## src/rv_pkg.sv

```systemverilog
`default_nettype none

package rv_pkg;

    // ~~~~~~~~~~~~~~~~~~~~~~~~~~~~~~~~~~~~~~~~~~~~~~~~~~~~~~~~~~~~
    // Datapath and data memory geometry
    // ~~~~~~~~~~~~~~~~~~~~~~~~~~~~~~~~~~~~~~~~~~~~~~~~~~~~~~~~~~~~
    localparam int xlen       = 32;
    localparam int dmem_words = 256;
    localparam int dmem_aw    = 8;    // Word address, taken from byte address bits 9:2.

    // Major opcodes of the supported subset.
    localparam logic [6:0] OPC_LUI   = 7'b0110111;
    localparam logic [6:0] OPC_OPIMM = 7'b0010011;
    localparam logic [6:0] OPC_OP    = 7'b0110011;
    localparam logic [6:0] OPC_LOAD  = 7'b0000011;
    localparam logic [6:0] OPC_STORE = 7'b0100011;

    localparam logic [6:0] F7_BASE = 7'b0000000;
    localparam logic [6:0] F7_ALT  = 7'b0100000;    // SUB.

    typedef enum logic [2:0] {
        ALU_ADD   = 3'd0,
        ALU_SUB   = 3'd1,
        ALU_AND   = 3'd2,
        ALU_OR    = 3'd3,
        ALU_XOR   = 3'd4,
        ALU_SLT   = 3'd5,
        ALU_PASSB = 3'd6     // LUI result is the U immediate.
    } alu_op_e;

    typedef enum logic [1:0] {
        MEM_NONE = 2'd0,
        MEM_B    = 2'd1,
        MEM_H    = 2'd2,
        MEM_W    = 2'd3
    } mem_size_e;

    // ~~~~~~~~~~~~~~~~~~~~~~~~~~~~~~~~~~~~~~~~~~~~~~~~~~~~~~~~~~~~
    // Stage records
    // ~~~~~~~~~~~~~~~~~~~~~~~~~~~~~~~~~~~~~~~~~~~~~~~~~~~~~~~~~~~~
    typedef struct packed {
        logic [xlen-1:0] op_a;
        logic [xlen-1:0] op_b;
        logic [xlen-1:0] store_data;
        logic [4:0]      rd;
        alu_op_e         alu_op;
        mem_size_e       mem_size;
        logic            load;
        logic            load_uns;
        logic            store;
        logic            reg_write;
        logic            illegal;
    } dec_ex_t;

    typedef struct packed {
        logic [xlen-1:0] result;    // ALU result or effective address.
        logic [xlen-1:0] store_data;
        logic [4:0]      rd;
        mem_size_e       mem_size;
        logic            load;
        logic            load_uns;
        logic            store;
        logic            reg_write;
        logic            illegal;
    } ex_mem_t;

    typedef struct packed {
        logic [4:0]      rd;
        logic [xlen-1:0] wdata;
        logic            wen;
        logic            illegal;
    } retire_t;

endpackage

`default_nettype wire

```

## src/rv_regfile.sv

```systemverilog
`default_nettype none

module rv_regfile (
    input  logic            clk,
    input  logic            rst,
    input  logic [4:0]      rs1_addr_i,
    input  logic [4:0]      rs2_addr_i,
    output logic [31:0]     rs1_data_o,
    output logic [31:0]     rs2_data_o,
    input  logic            wr_valid_i,
    input  rv_pkg::retire_t wr_i
);
    import rv_pkg::*;

    logic [xlen-1:0] regs [32];
    logic            wr_en;

    assign wr_en = wr_valid_i && wr_i.wen && (wr_i.rd != 5'd0);

    always_ff @(posedge clk) begin
        if (rst) begin
            for (int i = 0; i < 32; i++) begin
                regs[i] <= '0;
            end
        end else if (wr_en) begin
            regs[wr_i.rd] <= wr_i.wdata;
        end
    end

    // Write-through lets a reader in the write cycle see the new value.
    assign rs1_data_o = (rs1_addr_i == 5'd0)                 ? '0 :
                        (wr_en && wr_i.rd == rs1_addr_i)     ? wr_i.wdata : regs[rs1_addr_i];
    assign rs2_data_o = (rs2_addr_i == 5'd0)                 ? '0 :
                        (wr_en && wr_i.rd == rs2_addr_i)     ? wr_i.wdata : regs[rs2_addr_i];

endmodule

`default_nettype wire
```

## config.mk

```make
export PLATFORM = sky130hd
export DESIGN_NAME = rv_regfile
export DESIGN_NICKNAME = d
export VERILOG_FILES = /design/src/rv_pkg.sv /design/src/rv_regfile.sv
export SDC_FILE = /design/constraint.sdc
export NUM_CORES = 2
export LEC_CHECK = 0
export ABC_AREA = 1
export BUFFER_PORTS_ARGS = -buffer_cell sky130_fd_sc_hd__buf_2
export CAP_MARGIN = 10
export CORE_ASPECT_RATIO = 1.75
export CORE_MARGIN = 4
export CORE_UTILIZATION = 28
export CTS_BUF_LIST = sky130_fd_sc_hd__clkbuf_8
export DETAILED_ROUTE_END_ITERATION = 8
export PLACE_DENSITY = 0.38
export SYNTH_ARGS = -nofsm -noshare
export SYNTH_HDL_FRONTEND = slang
export SYNTH_SLANG_ARGS = --single-unit
```

## constraint.sdc

```tcl
create_clock -name clk -period 3.3 [get_ports clk]
set_clock_uncertainty 0.2 [all_clocks]
set_input_delay 0.495 -clock clk [delete_from_list [all_inputs] [get_ports clk]]
set_output_delay 0.495 -clock clk [all_outputs]
set_load 0.1 [all_outputs]
```

==> results.env <==
GRT_PASS1_WL_MM=406.0
CTS_ROOT_BUF='sky130_fd_sc_hd__clkbuf_8'
SYNTH-EDFF-COUNT=1024
FINAL_WS_SETUP_PS=-19.05
NUM-NETS-FINAL=7568
MIN_PATH_CELLS=4
RUN_STATUS='finished, violations left'
WORST_IR_DROP_VDD_uV=238.1
POST-SYNTH-TOP-AREA-CELL='sky130_fd_sc_hd__edfxtp_1'
FLOORPLAN.CORE_AREA_UM2=207400
DP_WORST_SETUP_SLACK_PS=61.05
DPL.HPWL_MM=179.2
DRIVE_GT1_SHARE_PCT=12.84
LARGEST_REGISTER='regs'
PORTION_OF_SYNTHESIZED_CELL_AREA_OCCUPIED_BY_THE_LEADING_CELL_TYPE_PCT=52.61
CTS.SINK_COUNT=1024
TOTALWIRELENGTH_MM=296.1
SYNTHARSTFLOPSHARE_PCT=0
REQUIRED_PS=2600
STARTPOINT_TYPE='input port'
PLEAK_nW=29.09
GRT_START_MAX_NET_PINS=121
SYNTHTOPCELLSBYCOUNT='sky130_fd_sc_hd__nand2_1 (1725), sky130_fd_sc_hd__nor2_1 (1422), sky130_fd_sc_hd__edfxtp_1 (1024)'
TIMING_HOLD_VIOLATIONS_FINAL=0
CLKSLEWWORSTSETUPHOLDPATHS_PS=70
TIMING.CRITICAL_PATH.SLOWEST_CELL_DELAY_PS=370
FINALCRITPERIODSHARE_PCT=100.6
ANTENNA_FOUND_INITIAL=5
FLOORPLAN.INITIALDENSITY_PCT=28.18
FP-ROW-COUNT=221
CTS-ROOT-TO-SINK-BUFFERS=4
MAX_CAP_VIOL_COUNT=0
RSZ0062_AT_GRT='yes'
SYNTHTOPCELLSBYAREA='sky130_fd_sc_hd__edfxtp_1 (53%), sky130_fd_sc_hd__nand2_1 (11%), sky130_fd_sc_hd__nor2_1 (9.1%)'
FLOORPLAN.IO_PINS=116
DIE_X_UM=353.4
YOSYS.CELL_TYPES.COUNT=27
AVGROUTEDWIREPERCELL_UM=28.70
TRANSITION_AT_THE_PIN_WITH_THE_SMALLEST_MAX_TRANSITION_SLACK_PS=1074
NUMCTSBUFFERS=177
TIMING.FMAX_MHz=301.3
POSTSYNTHREGISTERBITS=1024
ROUTED_VIA_DENSITY=5.275
HTREE_LEVELS=4
GR-USAGE-ALL-LAYERS_PCT=26.57
DRCVIOLATIONCOUNT=0
YOSYS.CELL_COUNT.TOP_TYPE='sky130_fd_sc_hd__nand2_1'
HOLDCRITPATHCLASS='in2reg'
CTS_TREE='done'
DETAIL-ROUTE-ANTENNA-NETS=0
DETAILEDROUTE.FIRSTPASSITERATIONCOUNT=6
AVGSYNTHCELLAREA_UM2=7.922
YOSYSSEQAREASHARE_PCT=52.61
AREAGROWTHSYNTHTOFINISH_PCT=18.57
LAYOUT_TOP_REGISTERS='regs x1024'
SETUP_VIOL_COUNT_FINAL=1
I_O_BUFFERS=114
SYNTHCELLS=7378
PERIOD_MINUS_SLACK_PS=3319
DRT-INITIAL-DRC-COUNT=5137
FAILED_CHECKS='negative setup slack'
GRT.OVERFLOW.TOTAL=0
PATH_CLASS='in2out'
GP_ROUTABILITY_CONGESTION=0.8529
CHIPHEIGHT_UM=612.4
GRT_PASS1_VIAS=52845
MAXSLEWHEADROOM_PCT=28.31
END_KIND='output port'
FILL_CELLS=21659
DIE_AREA_UM2=216400
CRITICAL_PATH_ARRIVAL_PS=2620
VIAS=54423
CP_CELL_SEQUENCE='buf_2 -> xor2_1 -> nor3_4 -> buf_4 -> nand2_4 -> buf_12 -> o21ai_0 -> a21oi_1 -> buf_4 -> buf_12'
SYN-CELL-AREA_UM2=58450
MAX_SLEW_VIO_COUNT=0
SLOWEST_STAGE_CELL_CRIT_PATH='sky130_fd_sc_hd__xor2_1'
POWER.DENSITY_nW_PER_UM2=469.3
YS_DOMINANT_REG_CELL='sky130_fd_sc_hd__edfxtp_1'
YOSYS_WARNINGS=0
WORST_CASE_HOLD_SLACK_PS=96.61
TIMING.CRITICAL_PATH.FANOUT_MAX=16
LARGEST_REGISTER_FF_COUNT=1024
==> power breakdown <==
part	total, mW	leakage, nW	internal [mW]	switching, mW
Sequential	15.3	9.74	15.0	0.286
Combinational	6.46	17.6	1.93	4.53
Clock	10.8	1.78	5.10	5.70
==> through the flow <==
stage	instances	power, mW	cell area (µm²)	setup TNS (ps)	util [%]
after floorplan	7409	18.98	58740	-5101	-
after global placement	9984	21.89	65780	0	31.72
after detailed placement	9984	21.91	65780	0	31.72
after CTS	10310	32.81	69090	-12.69	33.32
final	10318	32.53	69310	-19.05	33.42
after global routing	10317	33.79	69310	-158.6	33.42
==> final cells by class <==
cell class	instances	area, µm²	share of cell area, %
flip-flops and latches	1024	30750	44.37
multi-input cells	5155	23060	33.27
repair buffers	569	6907	9.965
well taps	2676	3348	4.831
clock buffers	180	2477	3.574
inverters	589	2246	3.240
clock inverters	118	505.5	0.7293
diodes	7	17.52	0.02527
==> cell families (layout without fill, tap and decap cells) <==
group | after synthesis | in the layout | synth area share, %
AND/OR/NAND/NOR | 4212 | 4212 | 29.55
buffers and inverters | 1230 | 1456 | 9.119
flip-flops | 1024 | 1024 | 52.61
AO/OA/AOI/OAI | 906 | 906 | 8.644
XOR/XNOR | 5 | 5 | 0.07492
other | 1 | 39 | 0.006416
==> critical path, delay by kind of cell <==
family	cells	cell delay [ps]
AO/OA/AOI/OAI	2	360
XOR/XNOR	1	370
buffers and inverters	5	940
AND/OR/NAND/NOR	2	420
==> routing by layer <==
metal	wire length, µm	track usage, %
met1	110400	30.52
met2	147700	47.07
met3	17890	3.686
met4	20200	15.51
met5	0	0
==> worst paths after layout <==
kind,from,end,slack (ps)
setup / recovery,wr_i[37],rs1_data_o[27],-20
hold / removal,wr_i[29],regs[29][27],100
==> cell usage in the layout (no fill, tap or decap), types with 2 or more instances in the layout <==
master / instances
sky130_fd_sc_hd__o21ai_1: 18
sky130_fd_sc_hd__clkbuf_8: 181
sky130_fd_sc_hd__diode_2: 7
sky130_fd_sc_hd__nor2_2: 11
sky130_fd_sc_hd__buf_8: 3
sky130_fd_sc_hd__xnor2_1: 4
sky130_fd_sc_hd__o21ai_0: 415
sky130_fd_sc_hd__buf_2: 41
sky130_fd_sc_hd__nor3_1: 7
sky130_fd_sc_hd__clkinv_2: 16
sky130_fd_sc_hd__nor2_4: 4
sky130_fd_sc_hd__nand3_4: 2
sky130_fd_sc_hd__nor3_4: 4
sky130_fd_sc_hd__inv_2: 5
sky130_fd_sc_hd__dlygate4sd3_1: 28
sky130_fd_sc_hd__a21oi_1: 203
sky130_fd_sc_hd__o211ai_1: 207
sky130_fd_sc_hd__nand3_1: 984
sky130_fd_sc_hd__nand2_1: 1645
sky130_fd_sc_hd__nand2_4: 2
sky130_fd_sc_hd__nor2_1: 1408
sky130_fd_sc_hd__conb_1: 32
sky130_fd_sc_hd__nand3_2: 8
sky130_fd_sc_hd__nand2_2: 79
sky130_fd_sc_hd__inv_6: 3
sky130_fd_sc_hd__inv_1: 644
sky130_fd_sc_hd__a21oi_2: 62
sky130_fd_sc_hd__or2_2: 53
sky130_fd_sc_hd__edfxtp_1: 1024
sky130_fd_sc_hd__inv_8: 3
sky130_fd_sc_hd__nand4_1: 4
sky130_fd_sc_hd__buf_12: 207
sky130_fd_sc_hd__buf_6: 3
sky130_fd_sc_hd__clkinv_1: 31
sky130_fd_sc_hd__buf_4: 283
sky130_fd_sc_hd__clkinvlp_4: 3
==> what timing repair did <==
action | 4_1_cts | 5_1_grt
setup endpoints to repair | 12 | 33
pin swaps | 2 | 16
gates resized for setup | 14 | 52
hold buffers | 28 | 0
hold endpoints to repair | 686 | 0
gates cloned | 0 | 1
buffers inserted | 0 | 0
Note: power is estimated with default switching activity, not from simulation.
