## config.mk

```make
export PLATFORM = sky130hd
export DESIGN_NAME = rv_decode
export DESIGN_NICKNAME = d
export VERILOG_FILES = /design/src/rv_pkg.sv /design/src/rv_decode.sv
export SDC_FILE = /design/constraint.sdc
export NUM_CORES = 1
export LEC_CHECK = 0
export BUFFER_PORTS_ARGS = -buffer_cell sky130_fd_sc_hd__clkbuf_2
export CAP_MARGIN = 20
export CORE_UTILIZATION = 30
export CTS_BUF_LIST = sky130_fd_sc_hd__clkbuf_8
export CTS_CLUSTER_SIZE = 40
export DETAILED_ROUTE_END_ITERATION = 7
export GPL_TIMING_DRIVEN = 0
export PLACE_DENSITY = 0.62
export SYNTH_ARGS = -nofsm -noshare
export SYNTH_HDL_FRONTEND = slang
export SYNTH_SLANG_ARGS = --single-unit
```

## constraint.sdc

```tcl
create_clock -name clk -period 3.6 [get_ports clk]
set_input_delay 0.18 -clock clk [delete_from_list [all_inputs] [get_ports clk]]
set_output_delay 0.18 -clock clk [all_outputs]
set_load 0.005 [all_outputs]
```

## src/rv_pkg.sv

```systemverilog
`default_nettype none

package rv_pkg;

    // ~~~~~~~~~~~~~~~~~~~~~~~~~~~~~~~~~~~~~~~~~~~~~~~~~~~~~~~~~~~~
    // Datapath and data memory geometry
    // ~~~~~~~~~~~~~~~~~~~~~~~~~~~~~~~~~~~~~~~~~~~~~~~~~~~~~~~~~~~~
    localparam int xlen       = 32;
    localparam int dmem_words = 256;
    localparam int dmem_aw    = 8;    // Word address, taken from byte address bits 9:2.

    // Major opcodes of the supported subset.
    localparam logic [6:0] OPC_LUI   = 7'b0110111;
    localparam logic [6:0] OPC_OPIMM = 7'b0010011;
    localparam logic [6:0] OPC_OP    = 7'b0110011;
    localparam logic [6:0] OPC_LOAD  = 7'b0000011;
    localparam logic [6:0] OPC_STORE = 7'b0100011;

    localparam logic [6:0] F7_BASE = 7'b0000000;
    localparam logic [6:0] F7_ALT  = 7'b0100000;    // SUB.

    typedef enum logic [2:0] {
        ALU_ADD   = 3'd0,
        ALU_SUB   = 3'd1,
        ALU_AND   = 3'd2,
        ALU_OR    = 3'd3,
        ALU_XOR   = 3'd4,
        ALU_SLT   = 3'd5,
        ALU_PASSB = 3'd6     // LUI result is the U immediate.
    } alu_op_e;

    typedef enum logic [1:0] {
        MEM_NONE = 2'd0,
        MEM_B    = 2'd1,
        MEM_H    = 2'd2,
        MEM_W    = 2'd3
    } mem_size_e;

    // ~~~~~~~~~~~~~~~~~~~~~~~~~~~~~~~~~~~~~~~~~~~~~~~~~~~~~~~~~~~~
    // Stage records
    // ~~~~~~~~~~~~~~~~~~~~~~~~~~~~~~~~~~~~~~~~~~~~~~~~~~~~~~~~~~~~
    typedef struct packed {
        logic [xlen-1:0] op_a;
        logic [xlen-1:0] op_b;
        logic [xlen-1:0] store_data;
        logic [4:0]      rd;
        alu_op_e         alu_op;
        mem_size_e       mem_size;
        logic            load;
        logic            load_uns;
        logic            store;
        logic            reg_write;
        logic            illegal;
    } dec_ex_t;

    typedef struct packed {
        logic [xlen-1:0] result;    // ALU result or effective address.
        logic [xlen-1:0] store_data;
        logic [4:0]      rd;
        mem_size_e       mem_size;
        logic            load;
        logic            load_uns;
        logic            store;
        logic            reg_write;
        logic            illegal;
    } ex_mem_t;

    typedef struct packed {
        logic [4:0]      rd;
        logic [xlen-1:0] wdata;
        logic            wen;
        logic            illegal;
    } retire_t;

endpackage

`default_nettype wire

```

## src/rv_decode.sv

```systemverilog
`default_nettype none

module rv_decode (
    input  logic           clk,
    input  logic           rst,
    input  logic           instr_valid_i,
    input  logic [31:0]    instr_i,
    output logic [4:0]     rs1_addr_o,
    output logic [4:0]     rs2_addr_o,
    input  logic [31:0]    rs1_data_i,
    input  logic [31:0]    rs2_data_i,
    output logic           dec_valid_o,
    output rv_pkg::dec_ex_t dec_o
);
    import rv_pkg::*;

    logic [6:0]      opcode;
    logic [2:0]      funct3;
    logic [6:0]      funct7;
    logic [xlen-1:0] imm_i;
    logic [xlen-1:0] imm_s;
    logic [xlen-1:0] imm_u;
    dec_ex_t         dec_next;

    assign opcode = instr_i[6:0];
    assign funct3 = instr_i[14:12];
    assign funct7 = instr_i[31:25];

    assign imm_i = {{20{instr_i[31]}}, instr_i[31:20]};
    assign imm_s = {{20{instr_i[31]}}, instr_i[31:25], instr_i[11:7]};
    assign imm_u = {instr_i[31:12], 12'b0};

    // Register file is read in the issue cycle.
    assign rs1_addr_o = instr_i[19:15];
    assign rs2_addr_o = instr_i[24:20];

    always_comb begin
        dec_next            = '0;
        dec_next.op_a       = rs1_data_i;
        dec_next.store_data = rs2_data_i;
        dec_next.rd         = instr_i[11:7];
        dec_next.alu_op     = ALU_ADD;
        dec_next.mem_size   = MEM_NONE;
        dec_next.illegal    = 1'b1;    // Cleared below for every known encoding.

        case (opcode)
            OPC_LUI: begin
                dec_next.op_b      = imm_u;
                dec_next.alu_op    = ALU_PASSB;
                dec_next.reg_write = 1'b1;
                dec_next.illegal   = 1'b0;
            end
            OPC_OPIMM: begin
                dec_next.op_b = imm_i;
                if (funct3 == 3'b000) begin    // ADDI only.
                    dec_next.reg_write = 1'b1;
                    dec_next.illegal   = 1'b0;
                end
            end
            OPC_OP: begin
                dec_next.op_b      = rs2_data_i;
                dec_next.reg_write = 1'b1;
                dec_next.illegal   = 1'b0;
                case ({funct7, funct3})
                    {F7_BASE, 3'b000}: dec_next.alu_op = ALU_ADD;
                    {F7_ALT,  3'b000}: dec_next.alu_op = ALU_SUB;
                    {F7_BASE, 3'b111}: dec_next.alu_op = ALU_AND;
                    {F7_BASE, 3'b110}: dec_next.alu_op = ALU_OR;
                    {F7_BASE, 3'b100}: dec_next.alu_op = ALU_XOR;
                    {F7_BASE, 3'b010}: dec_next.alu_op = ALU_SLT;
                    default: begin
                        dec_next.reg_write = 1'b0;
                        dec_next.illegal   = 1'b1;
                    end
                endcase
            end
            OPC_LOAD: begin
                dec_next.op_b = imm_i;
                // funct3[2] marks LBU and LHU; there is no unsigned word load.
                if (funct3 != 3'b011 && funct3 != 3'b110 && funct3 != 3'b111) begin
                    dec_next.load      = 1'b1;
                    dec_next.load_uns  = funct3[2];
                    dec_next.reg_write = 1'b1;
                    dec_next.illegal   = 1'b0;
                    dec_next.mem_size  = (funct3[1:0] == 2'b00) ? MEM_B :
                                         (funct3[1:0] == 2'b01) ? MEM_H : MEM_W;
                end
            end
            OPC_STORE: begin
                dec_next.op_b = imm_s;
                if (funct3[2] == 1'b0 && funct3[1:0] != 2'b11) begin
                    dec_next.store    = 1'b1;
                    dec_next.illegal  = 1'b0;
                    dec_next.mem_size = (funct3[1:0] == 2'b00) ? MEM_B :
                                        (funct3[1:0] == 2'b01) ? MEM_H : MEM_W;
                end
            end
            default: ;
        endcase
    end

    always_ff @(posedge clk) begin
        if (rst) begin
            dec_valid_o <= 1'b0;
        end else begin
            dec_valid_o <= instr_valid_i;
        end
    end

    always_ff @(posedge clk) begin
        if (instr_valid_i) begin
            dec_o <= dec_next;
        end
    end

endmodule

`default_nettype wire

```

==> flow_summary_export.csv <==
group,metric,value,unit
route,antenna_violating_nets_post_route,0,
timing,hold_ws,0.1377,ns
power_and_ir_drop,combinationalPowerShare,13.1,%
clock_tree,cts-resized-gates,0,
floorplanning,die_h,123.2,um
synth,syn-instance-count,297,
clock_tree,cts_hold_buf,69,
min_path,min_path_cells,2,
global_routing,wire_length_of_the_first_global_routing_pass,18320,um
route,wl_per_cell,16.56,um
power_and_ir_drop,worst_ir_drop_vdd,177.4,uV
clock_tree,cts.sink_count,112,
synth,synth_top_area_share,75.62,%
final_layout,antenna_cells,0,
job,drv_cap,0,
synth,synth_fp_nets,396,
clock_tree,cts.reportedPaths.clkPinSlew,0.11,ns
synth,post_synthesis_sequential_area_ratio,76.07,%
clock_tree,clockRootBuffer,"sky130_fd_sc_hd__clkbuf_8",
place,dpl_cell_area,0.005733,mm^2
clock_tree,cts_tree,"yes",
route,detail_route.vias_per_cell,4.656,
place,io_port_bufs,218,
floorplanning,floorplan.core_area,0.01410,mm^2
timing,slew_viol_final,0,
clock_tree,cts.htree.levels,3,
timing,maxClockFrequency,720.5,MHz
route,remaining_drc_errors,0,
power_and_ir_drop,power_leakage,2.767,nW
min_path,hp-class,"in2reg",
worst_setup_path,critical_path.endpoint_type,"register",
worst_setup_path,timing.critical_path.fanout_max,10,
floorplanning,rows,43,
timing,final_clock_period_utilization_by_the_worst_path,38.55,%
timing,fin_ws,2.212,ns
floorplanning,area_of_the_die,0.01518,mm^2
route,drt_wl_total,12930,um
floorplanning,fp.dieW,123.2,um
synth,syn-mean-instance-area,14.84,um^2
place,routabilityCongestion,0.7104,
place,placement.setup.worst_slack,1.726,ns
worst_setup_path,worst_ep_arrival_time,1.60,ns
power_and_ir_drop,power.switching_fraction,22.84,%
global_routing,antenna_violations_before_repair,0,
place,dp_hpwl,8800,um
synth,post_synth_num_cell_types,35,
timing,final-hold-violation-count,0,
global_routing,grtUsageTotal,16.64,%
worst_setup_path,setup.worst_path.class,"in2reg",
synth,post-synth-top-area-cell,"sky130_fd_sc_hd__edfxtp_1",
timing,setup_viol_count_final,0,
route,detailroute.via_count,3636,
power_and_ir_drop,internal_power_consumption,2.185,mW
place,placed_cells,695,
synth,synth-warning-count,0,
power_and_ir_drop,p_seq_share,54.9,%
clock_tree,ctsLongestPathBuffers,2,
timing,timing_worst_slew_pin_value,0.9164,ns
floorplanning,io_pins,221,
global_routing,grt_pass1_vias,3582,
power_and_ir_drop,total_power_divided_by_cell_area,424.3,mW/mm^2
global_routing,grt_remaining_overflow,0,
power_and_ir_drop,clockPowerShare,32.0,%
power_and_ir_drop,total_power,2.832,mW
synth,ys_top_cells_by_area,"sky130_fd_sc_hd__edfxtp_1 (76%), sky130_fd_sc_hd__a21oi_1 (3.5%), sky130_fd_sc_hd__a2bb2oi_1 (1.8%)",
timing,finalWorstPathRequiredPeriod,1.388,ns
floorplanning,initial_utilization,31.27,%
final_layout,drive_above_1_share,42.60,%
worst_setup_path,critical_path_required,3.81,ns
route,detail_route.iter0.violations,202,
final_layout,stdcell_count,781,
final_layout,final_net_count,695,
route,drtPass1Iterations,4,
clock_tree,cts_inserted_buffers,9,
synth,synth-seq-cells,112,
final_layout,post-route-cell-area,0.006675,mm^2
power_and_ir_drop,power_switching,646.9,uW
status,outcome,"complete, no violations",
global_routing,pin_count_of_the_biggest_net_entering_global_routing,113,
clock_tree,postCtsSetupBuffers,0,
timing,rsz0062_at_grt,"false",
timing,fin_setup_tns,0,ns
timing,relSlewSlack,38.91,%
synth,syn-cell-area,0.004408,mm^2
final_layout,count_of_fill_cells_added_during_filler_insertion,1302,
final_layout,finalCoreUtilization,47.35,%
final_layout,area_growth,51.43,%
worst_setup_path,critical_path.startpoint_type,"input pin",
## path summary, 6_finish.rpt
path | startpoint | end | slack, ns
max | instr_i[3] | dec_o[49] | 2.21
min | instr_i[12] | dec_o[5] | 0.14
## sequential cells by signal (all words and copies together) (netlist names)
signal / count
dec_valid_o: 1
dec_o: 111
## layout by cell type (no fill, tap or decap), drive strengths merged, types with 2 or more instances in the layout
cell,count
a2bb2oi,9
clkbuf,241
a21boi,2
mux2i,5
a21oi,31
buf,19
bufinv,3
nand2,17
or2,2
a2111oi,4
a31oi,2
clkinv,3
nand2b,2
nor2b,12
nor3,6
a211oi,5
nor2,19
edfxtp,111
o21ai,12
dlygate4sd3,70
nor4,2
nand3,12
## routing by layer
layer	GRT usage [%]	share of wire (%)
met1	19.35	42
met3	4.982	8.1
met4	6.928	1.8
met5	0	0
met2	28.46	48
## Yosys cell counts, drive strengths merged
cell / n
a2111oi: 4
a211o: 1
a211oi: 5
a21boi: 2
a21oi: 31
a2bb2oi: 9
a31oi: 2
and2: 1
and3: 1
buf: 19
clkbuf: 14
dfxtp: 1
edfxtp: 111
maj3: 1
mux2i: 5
nand2: 17
nand2b: 2
nand3: 12
nor2: 19
nor2b: 12
nor3: 6
nor3b: 1
nor4: 2
nor4b: 1
o21ai: 12
o22ai: 1
or2: 2
or3: 1
or4: 1
xnor2: 1
## critical path: stages
cell                       delay, ns
sky130_fd_sc_hd__clkbuf_2       0.08
sky130_fd_sc_hd__nor2_1         0.09
sky130_fd_sc_hd__nand3_1        0.24
sky130_fd_sc_hd__or2_1          0.29
sky130_fd_sc_hd__buf_2          0.18
sky130_fd_sc_hd__buf_1          0.28
sky130_fd_sc_hd__a211oi_1       0.26
## cell type report
type / instances / area, um^2 / area share (%)
Buffer: 33 / 177.7 / 2.662
Sequential cell: 112 / 3353 / 50.23
Tap cell: 180 / 225.2 / 3.374
Timing Repair Buffer: 288 / 1800 / 26.97
Multi-Input combinational cell: 152 / 877.1 / 13.14
Clock inverter: 7 / 117.6 / 1.762
Clock buffer: 9 / 123.9 / 1.856
## power groups by stage
| stage | combinational (mW) | sequential, mW | clock (mW) |
|---|---|---|---|
| finish | 0.371 | 1.56 | 0.905 |
| floorplan | 0.0857 | 1.60 | 0 |
| detailed placement | 0.314 | 1.59 | 0 |
| global placement | 0.308 | 1.59 | 0 |
| CTS | 0.374 | 1.56 | 0.936 |
| global route | 0.410 | 1.57 | 0.976 |
## cells by family after synthesis
group / synth area share (%)
and+or+nand+nor: 9.027
AOI/OAI and AO/OA: 9.282
buffers and inverters: 4.030
DFF: 76.07
muxes: 1.135
xor gates and xnor gates: 0.1987
adders and majority gates: 0.2554
No activity file was read; power rests on OpenSTA's default activity.
