$ cat src/rv_pkg.sv
`default_nettype none

package rv_pkg;

    // ~~~~~~~~~~~~~~~~~~~~~~~~~~~~~~~~~~~~~~~~~~~~~~~~~~~~~~~~~~~~
    // Datapath and data memory geometry
    // ~~~~~~~~~~~~~~~~~~~~~~~~~~~~~~~~~~~~~~~~~~~~~~~~~~~~~~~~~~~~
    localparam int xlen       = 32;
    localparam int dmem_words = 256;
    localparam int dmem_aw    = 8;    // Word address, taken from byte address bits 9:2.

    // Major opcodes of the supported subset.
    localparam logic [6:0] OPC_LUI   = 7'b0110111;
    localparam logic [6:0] OPC_OPIMM = 7'b0010011;
    localparam logic [6:0] OPC_OP    = 7'b0110011;
    localparam logic [6:0] OPC_LOAD  = 7'b0000011;
    localparam logic [6:0] OPC_STORE = 7'b0100011;

    localparam logic [6:0] F7_BASE = 7'b0000000;
    localparam logic [6:0] F7_ALT  = 7'b0100000;    // SUB.

    typedef enum logic [2:0] {
        ALU_ADD   = 3'd0,
        ALU_SUB   = 3'd1,
        ALU_AND   = 3'd2,
        ALU_OR    = 3'd3,
        ALU_XOR   = 3'd4,
        ALU_SLT   = 3'd5,
        ALU_PASSB = 3'd6     // LUI result is the U immediate.
    } alu_op_e;

    typedef enum logic [1:0] {
        MEM_NONE = 2'd0,
        MEM_B    = 2'd1,
        MEM_H    = 2'd2,
        MEM_W    = 2'd3
    } mem_size_e;

    // ~~~~~~~~~~~~~~~~~~~~~~~~~~~~~~~~~~~~~~~~~~~~~~~~~~~~~~~~~~~~
    // Stage records
    // ~~~~~~~~~~~~~~~~~~~~~~~~~~~~~~~~~~~~~~~~~~~~~~~~~~~~~~~~~~~~
    typedef struct packed {
        logic [xlen-1:0] op_a;
        logic [xlen-1:0] op_b;
        logic [xlen-1:0] store_data;
        logic [4:0]      rd;
        alu_op_e         alu_op;
        mem_size_e       mem_size;
        logic            load;
        logic            load_uns;
        logic            store;
        logic            reg_write;
        logic            illegal;
    } dec_ex_t;

    typedef struct packed {
        logic [xlen-1:0] result;    // ALU result or effective address.
        logic [xlen-1:0] store_data;
        logic [4:0]      rd;
        mem_size_e       mem_size;
        logic            load;
        logic            load_uns;
        logic            store;
        logic            reg_write;
        logic            illegal;
    } ex_mem_t;

    typedef struct packed {
        logic [4:0]      rd;
        logic [xlen-1:0] wdata;
        logic            wen;
        logic            illegal;
    } retire_t;

endpackage

`default_nettype wire

$ cat src/rv_execute.sv
`default_nettype none

module rv_execute (
    input  logic            clk,
    input  logic            rst,
    input  logic            dec_valid_i,
    input  rv_pkg::dec_ex_t dec_i,
    output logic            ex_valid_o,
    output rv_pkg::ex_mem_t ex_o
);
    import rv_pkg::*;

    logic [xlen-1:0] alu_res;
    ex_mem_t         ex_next;

    // Loads and stores go through ALU_ADD, so the same adder forms the address.
    always_comb begin
        case (dec_i.alu_op)
            ALU_ADD:   alu_res = dec_i.op_a + dec_i.op_b;
            ALU_SUB:   alu_res = dec_i.op_a - dec_i.op_b;
            ALU_AND:   alu_res = dec_i.op_a & dec_i.op_b;
            ALU_OR:    alu_res = dec_i.op_a | dec_i.op_b;
            ALU_XOR:   alu_res = dec_i.op_a ^ dec_i.op_b;
            ALU_SLT: begin
                alu_res = ($signed(dec_i.op_a) < $signed(dec_i.op_b)) ? 32'd1 : 32'd0;
            end
            ALU_PASSB: alu_res = dec_i.op_b;
            default:   alu_res = '0;
        endcase
    end

    always_comb begin
        ex_next            = '0;
        ex_next.result     = alu_res;
        ex_next.store_data = dec_i.store_data;
        ex_next.rd         = dec_i.rd;
        ex_next.mem_size   = dec_i.mem_size;
        ex_next.load       = dec_i.load;
        ex_next.load_uns   = dec_i.load_uns;
        ex_next.store      = dec_i.store;
        ex_next.reg_write  = dec_i.reg_write;
        ex_next.illegal    = dec_i.illegal;
    end

    always_ff @(posedge clk) begin
        if (rst) begin
            ex_valid_o <= 1'b0;
        end else begin
            ex_valid_o <= dec_valid_i;
        end
    end

    always_ff @(posedge clk) begin
        if (dec_valid_i) begin
            ex_o <= ex_next;
        end
    end

endmodule

`default_nettype wire

$ cat config.mk
export PLATFORM = sky130hd
export DESIGN_NAME = rv_execute
export DESIGN_NICKNAME = d
export VERILOG_FILES = /design/src/rv_pkg.sv /design/src/rv_execute.sv
export SDC_FILE = /design/constraint.sdc
export NUM_CORES = 1
export LEC_CHECK = 0
export BUFFER_PORTS_ARGS = -buffer_cell sky130_fd_sc_hd__buf_2
export CAP_MARGIN = 10
export CORE_ASPECT_RATIO = 0.75
export CORE_UTILIZATION = 30
export CTS_CLUSTER_DIAMETER = 100
export DETAILED_ROUTE_END_ITERATION = 8
export SYNTH_ARGS = -nofsm -noshare
export SYNTH_HDL_FRONTEND = slang
export SYNTH_SLANG_ARGS = --single-unit
$ cat constraint.sdc
create_clock -name clk -period 4.4 [get_ports clk]
set_input_delay 0.66 -clock clk [delete_from_list [all_inputs] [get_ports clk]]
set_output_delay 0.66 -clock clk [all_outputs]
set_load 0.03 [all_outputs]
==> results.md, run 1 <==
Worst setup path:
- Data on the critical path arrives at its endpoint at 3.58 ns.
- The library cell contributing the largest single delay on the critical path is sky130_fd_sc_hd__a2111oi_2.
- The delay contributed by the slowest stage of the critical path is 0.50 ns.
- The most used cell along the critical path is sky130_fd_sc_hd__o21ai_1.
- The critical path buffer and inverter count is 2.
- Data on the critical path is required at its endpoint by 4.49 ns.
- The category of cells accounting for the largest share of critical-path delay is compound AO/OA/AOI/OAI gates.
- STA classifies the critical path endpoint as a register.
- STA classifies the critical path startpoint as an input pin.
- The critical path goes through buf_2 > inv_1 > ha_1 > nor3_2 > o21ai_1 > a2111oi_2 > nor2_1 > o21ai_2 > a31oi_1 > nor4b_1 > o221a_1 > o21ai_1.
- The critical path in this run is classified as in2reg.
- Of all nets on the critical path, the largest fanout is 10.

Pwr:
- VDD sags by at most 0.204 mV.
- The reported leakage power is 4.34 nW.
- In this run the power density over the cells is 297 nW/µm².

STA:
- The count of final hold-check violations came to 0.
- The transition time of the tightest slew-check pin is 0.956 ns.
- Setup repair after global routing left no endpoint under its margin.
- The final setup TNS is 0 ns.
- The worst pin sits at a relative slew slack of 35.9%.
- Setup violations remaining at the end of the flow were counted as 0.
- The final period utilization is 79.3%.
- The tightest hold path in the finished design has a slack of 0.472 ns.
- The total count of max-transition violations in the final report is 0.
- The final critical-path required period is 3.49 ns.
- Static timing analysis puts the maximum clock frequency at 0.287 GHz.
- The worst path setup slack after routing is 0.912 ns.

GRT:
- After global routing the overflow that remains totals 0.
- The overall global routing resource usage is 19.7%.
- The number of global-route vias before repair is 7,214.
- The first global-routing pass estimated 41.5 mm of wire.
- The maximum number of pins on one net before global-route repair is 62.
- The number of antenna violations at the first check in global routing is 2.

Yosys:
- In this run the cell area of the synthesized design comes to 7990 µm².
- In the synthesized netlist the dominant register cell turns out to be sky130_fd_sc_hd__edfxtp_1.
- The simple-gate share of the synthesized area is 14.0%.
- The most used standard cell by instance count after synthesis is sky130_fd_sc_hd__ha_1.
- sky130_fd_sc_hd__edfxtp_1 takes more of the synthesized area than any other cell.
- Counting every instance in the synthesized netlist gives 936.
- Summing the areas of all compound-gate instances in the mapped netlist gives 27.9% of the synthesized area.
- Of the total synthesized cell area, the portion taken by XOR and XNOR cells is 0.877%.
- After synthesis, the netlist uses 81 different library cells.
- After synthesis, the share of flip-flops with an asynchronous set or reset is 0%.
- In this run, synthesis inferred 76 flip-flops with an integrated enable.
- The synthesis-stage register bit count is 77.
- The number of nets handed over by synthesis was 1,154.
- The share of the yosys chip area belonging to registers is 28.8%.
- The synthesized-area fraction occupied by adder cells is 16.5%.
- The synthesis warning total is 0.
- By area the synthesized netlist is led by sky130_fd_sc_hd__edfxtp_1 (29%), sky130_fd_sc_hd__ha_1 (16%), sky130_fd_sc_hd__a21oi_1 (4.6%).
- The commonest cells after synthesis are sky130_fd_sc_hd__ha_1 (102), sky130_fd_sc_hd__inv_1 (94), sky130_fd_sc_hd__nor2_1 (89).
- The proportion of netlist area held by the largest area contributor is 28.5%.
- After synthesis, the largest family of logic cells by area is compound AO/OA/AOI/OAI gates.
- Each instance of the synthesized netlist takes up on average 8.54 µm².
- After synthesis, the share of cell area in mux cells is 4.30%.

CTS:
- The CTS tree is built.
- The number of gates given a new drive strength after cts is 0.
- The maximum level of the CTS H-tree is 3.
- The clock transition at the register clock pins on the worst setup and hold paths after CTS is 0.07 ns.
- The number of hold buffers added after cts is 0.
- After clock tree synthesis, the setup repair step added 0 buffers.
- The clock passes through at most 2 buffers.
- In this run the clock root is driven by a sky130_fd_sc_hd__clkbuf_16.
- Clock tree synthesis found a total of 77 sinks.
- In this run, CTS created clock tree buffers numbering 9.

Layout:
- Fill cells in the final layout number 2,696.
- At the end of the flow, the number of nets in the layout was 1,315.
- Summing all multi-input logic gate instances after layout gives 5090 µm².
- The finished cells cover 9610 µm².
- The area used by sequential logic in the layout is 2300 µm².
- After the flow finishes, the layout carries non-filler instances totaling 1,446.
- The relative area change from synthesis to final layout is 20.2%.
- Cells with a size suffix above 1 make up 22.6% of the layout.

Worst hold path:
- The endpoint with the worst hold slack is ex_valid_o.
- Counting instances, the worst hold path has a depth of 2.
- In this run the worst hold path is classified as in2reg.
- In this run the most critical hold path is launched from rst.

Floorplanning:
- The number of ports placed on the die boundary is 191.
- The die covers 27,300 µm².
- The placeable core region is 26,000 µm².
- In this run the horizontal extent of the chip is 190 µm.
- The site row count is 51.
- The height of the die is 143 µm.
- The starting density of the core is 30.7%.

Drt:
- The number of design-rule violations left by the first detailed-router iteration is 783.
- The total DRC errors in the routed layout is 0.
- The final route contains 7,917 vias.
- The number of detailed-routing iterations run before antenna repair is 6.
- After detailed routing, the total wire length is 27.3 mm.
- After detailed routing, the number of vias per cell comes to 5.48.
- The remaining antenna violation count is 0.
- The average wire length per cell after detail routing is 18.9 µm.

Place:
- The total placed instance area is 9270 µm².
- The number of cells in the design after placement is 1,430.
- In this run the tool buffered the top-level ports with 190 buffer cells.
- The global placement routability congestion is 0.928.
- Timing analysis after detailed placement gives a worst setup slack of 0.622 ns.
- The estimated wirelength of the detail-placed design is 20.9 mm.

Status:
- The flow ran to the end, and the final reports show no timing, DRC or antenna violations.

Run:
- The tool flagged a number of max-cap violations equal to 0.
registers in the layout, indices dropped and copies added (netlist names):
name	flops
ex_valid_o	1
ex_o	76
final cells by class:
cell class	instances	share of cell area [%]
diodes	1	0.0260
clock buffers	9	2.34
clock inverters	6	1.17
inverters	98	3.83
multi-input cells	704	52.9
flip-flops and latches	77	24.0
well taps	344	4.48
repair buffers	207	11.2
layer usage:
layer | vias up | part of all wire, % | GRT usage, %
met1 | 3696 | 47 | 29.5
met3 | 31 | 10 | 4.54
met4 | 2 | 1.6 | 4.42
met5 | - | 0.062 | 0
li1 | 3760 | - | -
met2 | 428 | 41 | 28.2
metrics by stage:
stage,power [mW],util (%)
after detailed placement,1.96,35.6
after global placement,1.96,35.6
after floorplan,1.63,-
final,2.86,36.9
after global routing,3.00,36.9
after CTS,2.87,36.9
cell usage in the layout, fill, tap and decap left out, types with 9 or more instances in the layout:
cell	n
sky130_fd_sc_hd__edfxtp_1	76
sky130_fd_sc_hd__a21oi_1	74
sky130_fd_sc_hd__buf_4	18
sky130_fd_sc_hd__nand2_1	55
sky130_fd_sc_hd__clkbuf_16	9
sky130_fd_sc_hd__nand3_1	16
sky130_fd_sc_hd__nor2_1	89
sky130_fd_sc_hd__a211oi_1	9
sky130_fd_sc_hd__buf_2	189
sky130_fd_sc_hd__o22ai_1	21
sky130_fd_sc_hd__o21a_1	10
sky130_fd_sc_hd__inv_1	94
sky130_fd_sc_hd__o221ai_1	9
sky130_fd_sc_hd__o31ai_1	13
sky130_fd_sc_hd__nand2b_1	9
sky130_fd_sc_hd__o21bai_1	11
sky130_fd_sc_hd__a21o_1	16
sky130_fd_sc_hd__nor4_1	9
sky130_fd_sc_hd__o21ai_0	54
sky130_fd_sc_hd__ha_1	102
sky130_fd_sc_hd__nor3_1	22
sky130_fd_sc_hd__mux2i_1	31
power breakdown:
part	internal [mW]	switching, mW
clock	0.553	0.338
sequential	0.893	0.0196
combinational	0.352	0.701
total	1.80	1.06
worst max path at each step:
stage / depth (start not counted) / slack, ns / startpoint / to
floorplan: 12 / 1.35 / dec_i[53] / ex_o[65]
global placement: 12 / 0.67 / dec_i[47] / ex_o[64]
detailed placement: 12 / 0.62 / dec_i[51] / ex_o[75]
CTS: 12 / 0.99 / dec_i[47] / ex_o[64]
global route: 12 / 0.74 / dec_i[51] / ex_o[75]
finish: 12 / 0.91 / dec_i[51] / ex_o[75]
cell families after synthesis:
group	count (synthesis)
AO/OA/AOI/OAI	321
AND/OR/NAND/NOR	237
buffers and inverters	155
adder cells (fa/ha/maj)	104
flip-flops	77
multiplexers	34
XOR/XNOR	8
No activity file was read; power rests on OpenSTA's default activity.
==> run 2: changes to the inputs <==
--- a/config.mk
+++ b/config.mk
@@ -5,6 +5,7 @@
 export SDC_FILE = /design/constraint.sdc
 export NUM_CORES = 1
 export LEC_CHECK = 0
+export ABC_AREA = 1
 export BUFFER_PORTS_ARGS = -buffer_cell sky130_fd_sc_hd__buf_2
 export CAP_MARGIN = 10
 export CORE_ASPECT_RATIO = 0.75
==> constraint.sdc (replaced) <==
create_clock -name clk -period 2.8 [get_ports clk]
set_input_delay 0.42 -clock clk [delete_from_list [all_inputs] [get_ports clk]]
set_output_delay 0.42 -clock clk [all_outputs]
set_load 0.03 [all_outputs]
==> results.md, run 2 <==
Status:
- The run finished with clean final reports.

Place:
- The HPWL after detailed placement is 27.8 mm.
- The global placement routability congestion is 0.993.
- Once placement finished, the instance area stood at 10,300 µm².
- The pre-CTS setup slack is 0.0910 ns.
- The count of input and output buffers is 190.

Worst hold path:
- The tightest min-delay check is of the in2reg type.

STA:
- The clock period could shrink to 2.40 ns.
- The final period utilization is 85.9%.
- The remaining max-slew budget at the tightest pin is 23.4%.
- Once routing completed, OpenROAD measured the worst setup slack at 0.396 ns.
- The total count of max-transition violations in the final report is 0.
- The count of final hold-check violations is 0.
- For the pin with the worst max-slew slack, the measured transition is 1.14 ns.
- Timing would allow up to 0.416 GHz.
- Summed over all failing endpoints, the final setup total negative slack is 0 ns.
- Setup repair after global routing left no endpoint under its margin.
- The number of setup violations in the final report is 0.

Pwr:
- The total internal power is 2.63 mW.
- The sequential power share is 31.8%.
- In this run the static leakage power is 5.86 nW.
- The power share of the combinational group is 39.4%.
- The worst ir drop on vdd is 0.292 mV.
- The share of total power dissipated in the clock network is 28.8%.
- Summed over all nets, the switching power comes to 1.87 mW.
- The switching part of the total is 41.6%.
- In this run the power density over the cells is 424 nW/µm².

Floorplanning:
- The placeable core region is 28,400 µm².
- The area of the die is 30,100 µm².
- The number of ports placed on the die boundary is 191.
- The starting density of the core is 31.0%.
- In this run the horizontal extent of the chip is 200 µm.
- The site row count is 53.
- The height of the die is 150 µm.

Run:
- The tool flagged a number of max-cap violations equal to 0.

Worst setup path:
- The launching instance or port of the critical path is dec_i[63].
- The required time reported for the critical path endpoint is 2.90 ns.
- The worst setup path is of the in2reg kind.
- The worst setup path is launched from an input pin.
- The worst path arrival time is 2.51 ns.
- The largest driver fanout on the critical path is 8.
- The kind of end point of the critical path is a register.
- The critical path ends at ex_o[62].

Yosys:
- The most used standard cell by instance count after synthesis is sky130_fd_sc_hd__nand2_1.
- Of the synthesized area, sequential elements account for 26.1%.
- The leading register cell type out of synthesis is sky130_fd_sc_hd__edfxtp_1.
- In this run the mean area of a mapped cell was 6.41 µm².
- Counting flops and latches in the post-synthesis netlist gives 77.
- The mapped netlist covers 8810 µm².
- Of all flip-flops after synthesis, the portion carrying an async set or reset was 0%.
- In the synthesized netlist, the cells that appear most often are sky130_fd_sc_hd__nand2_1 (440), sky130_fd_sc_hd__inv_1 (301), sky130_fd_sc_hd__nand3_1 (116).
- Ranked by total cell area, the synthesized netlist is headed by sky130_fd_sc_hd__edfxtp_1 (26%), sky130_fd_sc_hd__nand2_1 (19%), sky130_fd_sc_hd__ha_1 (14%).
- Synthesis instantiated 38 different standard cells from the library.
- Synthesis produced 1,373 cells.
- The synthesized design devotes to its leading area cell type 25.9% of total area.
- The number of nets in the synthesized netlist is 1,591.
- The number of enable flip-flop cells after synthesis is 76.
- The synthesis warning total is 0.
- The cell taking the most area after synthesis is sky130_fd_sc_hd__edfxtp_1.

GRT:
- The number of global-route vias before repair is 8,727.
- Entering global routing, the biggest net connects 39 pins.
- The global-route congestion overflow total is 0.
- For this run, the total global-route usage over all layers was measured as 22.7%.
- The number of antenna violations at the first check in global routing is 1.
- The first-pass GRT wire length is 50.4 mm.

Layout:
- The sequential cells in the finished layout cover a total of 2300 µm².
- The top cell types in the final layout, fill and taps aside, are sky130_fd_sc_hd__nand2_1 (440), sky130_fd_sc_hd__inv_1 (301), sky130_fd_sc_hd__buf_2 (189).
- Leaving out fill and tap cells, the most frequent cell in the layout is sky130_fd_sc_hd__nand2_1.
- The count of nets after finishing is 1,785.
- The top register by number of flip-flops is ex_o.
- The flip-flop count of the largest register after layout is 76.
- The repair_antennas step left the layout with diodes totalling 0.
- The area of all placed cells without fillers is 10,600 µm².
- Summing all multi-input logic gate instances after layout gives 5170 µm².
- The relative area change from synthesis to final layout is 20.3%.
- The core utilization of the finished layout is 37.3%.
- The number of fill cells in the layout is 3,101.
- Cells with a size suffix above 1 make up 15.8% of the layout.
- The largest registers in the layout are ex_o: 76 flops, ex_valid_o: 1 flops.

Drt:
- The final layout contains routed wiring with a total length of 34.1 mm.
- The number of design-rule violations left by the first detailed-router iteration is 840.
- For this run, design rule violations remaining after detail routing come to 0.
- In the final routed layout, each cell accounts on average for 17.4 µm.
- The number of detailed-routing iterations run before antenna repair is 5.
- After detailed routing, the number of vias per cell comes to 4.94.
- The overall via count from detail_route is 9,670.
- The remaining antenna violation count is 0.

CTS:
- TritonCTS built the clock tree.
- The clock transition at the register clock pins on the worst setup and hold paths after CTS is 0.09 ns.
- The library cell used as clock root buffer is sky130_fd_sc_hd__clkbuf_16.
- The longest clock path from root to sink contains 2 buffers.
- The number of gates given a new drive strength after cts is 0.
- In this run, post-CTS hold repair placed 0 buffers.
- The TritonCTS sink count is 77.
- The clock tree synthesis step divided the H-tree into 3 levels.
- The number of buffers inserted to repair setup after CTS is 0.
- The CTS buffer count is 9.
run 2: cell types whose count changed after synthesis, sizes merged, moves of 10 or more:
cell and delta:
nand2 +386, clkbuf -27, o31ai -13, a21o -14
nand3 +102, a221oi +21, o21a -10, mux2i -31
inv +203, o21ai -35, a211oi -11, a21oi -19
run 2: worst min-delay path by stage:
stage | from | end | cells past startpoint
floorplan | rst | ex_valid_o | 1
global placement | rst | ex_valid_o | 2
detailed placement | rst | ex_valid_o | 2
CTS | rst | ex_valid_o | 2
global route | rst | ex_valid_o | 2
finish | rst | ex_valid_o | 2
run 2: logic make-up after synthesis:
| group | Yosys count | synth area share [%] |
|---|---|---|
| AO/OA/AOI/OAI | 162 | 11.3 |
| AND/OR/NAND/NOR | 690 | 32.3 |
| XOR/XNOR | 1 | 0.0995 |
| flip-flops | 77 | 26.1 |
| buffers and inverters | 339 | 15.2 |
| adder cells (fa/ha/maj) | 104 | 14.9 |
run 2: per-stage QoR:
step | hold slack, ns | power, mW | instances
floorplan | 0.491 | 2.56 | 1373
global placement | 0.577 | 3.19 | 1941
detailed placement | 0.578 | 3.20 | 1941
CTS | 0.195 | 4.50 | 1957
global route | 0.209 | 4.75 | 1957
finish | 0.212 | 4.50 | 1957
run 2: final cells by class:
class	instances	share of cell area (%)
Inverter	301	10.7
Clock inverter	6	0.673
Multi-Input combinational cell	957	48.8
Sequential cell	77	21.7
Timing Repair Buffer	221	11.4
Tap cell	385	4.54
Clock buffer	10	2.16
run 2: layer usage:
layer	vias to the layer above	routed length (µm)	track usage, %
li1	4731	-	-
met2	483	13700	32.8
met1	4414	16100	33.4
met4	2	570	5.88
met5	-	11	0
met3	40	3690	5.31
run 2: power groups by stage:
stage | Combinational [mW] | Sequential [mW] | Clock, mW
finish | 1.77 | 1.43 | 1.29
global route | 1.94 | 1.45 | 1.35
CTS | 1.74 | 1.43 | 1.33
detailed placement | 1.74 | 1.46 | 0
global placement | 1.73 | 1.46 | 0
floorplan | 0.873 | 1.69 | 0
run 2: worst max-delay path, stage by stage:
cell	delay, ns
sky130_fd_sc_hd__buf_2	0.14
sky130_fd_sc_hd__inv_1	0.07
sky130_fd_sc_hd__ha_1	0.52
sky130_fd_sc_hd__nand2_1	0.19
sky130_fd_sc_hd__nor2_1	0.32
sky130_fd_sc_hd__inv_1	0.10
sky130_fd_sc_hd__nor2_1	0.14
sky130_fd_sc_hd__nand4_1	0.19
sky130_fd_sc_hd__nand3_1	0.15
sky130_fd_sc_hd__nand2_1	0.06
sky130_fd_sc_hd__nand3_1	0.07
sky130_fd_sc_hd__nand3_1	0.13
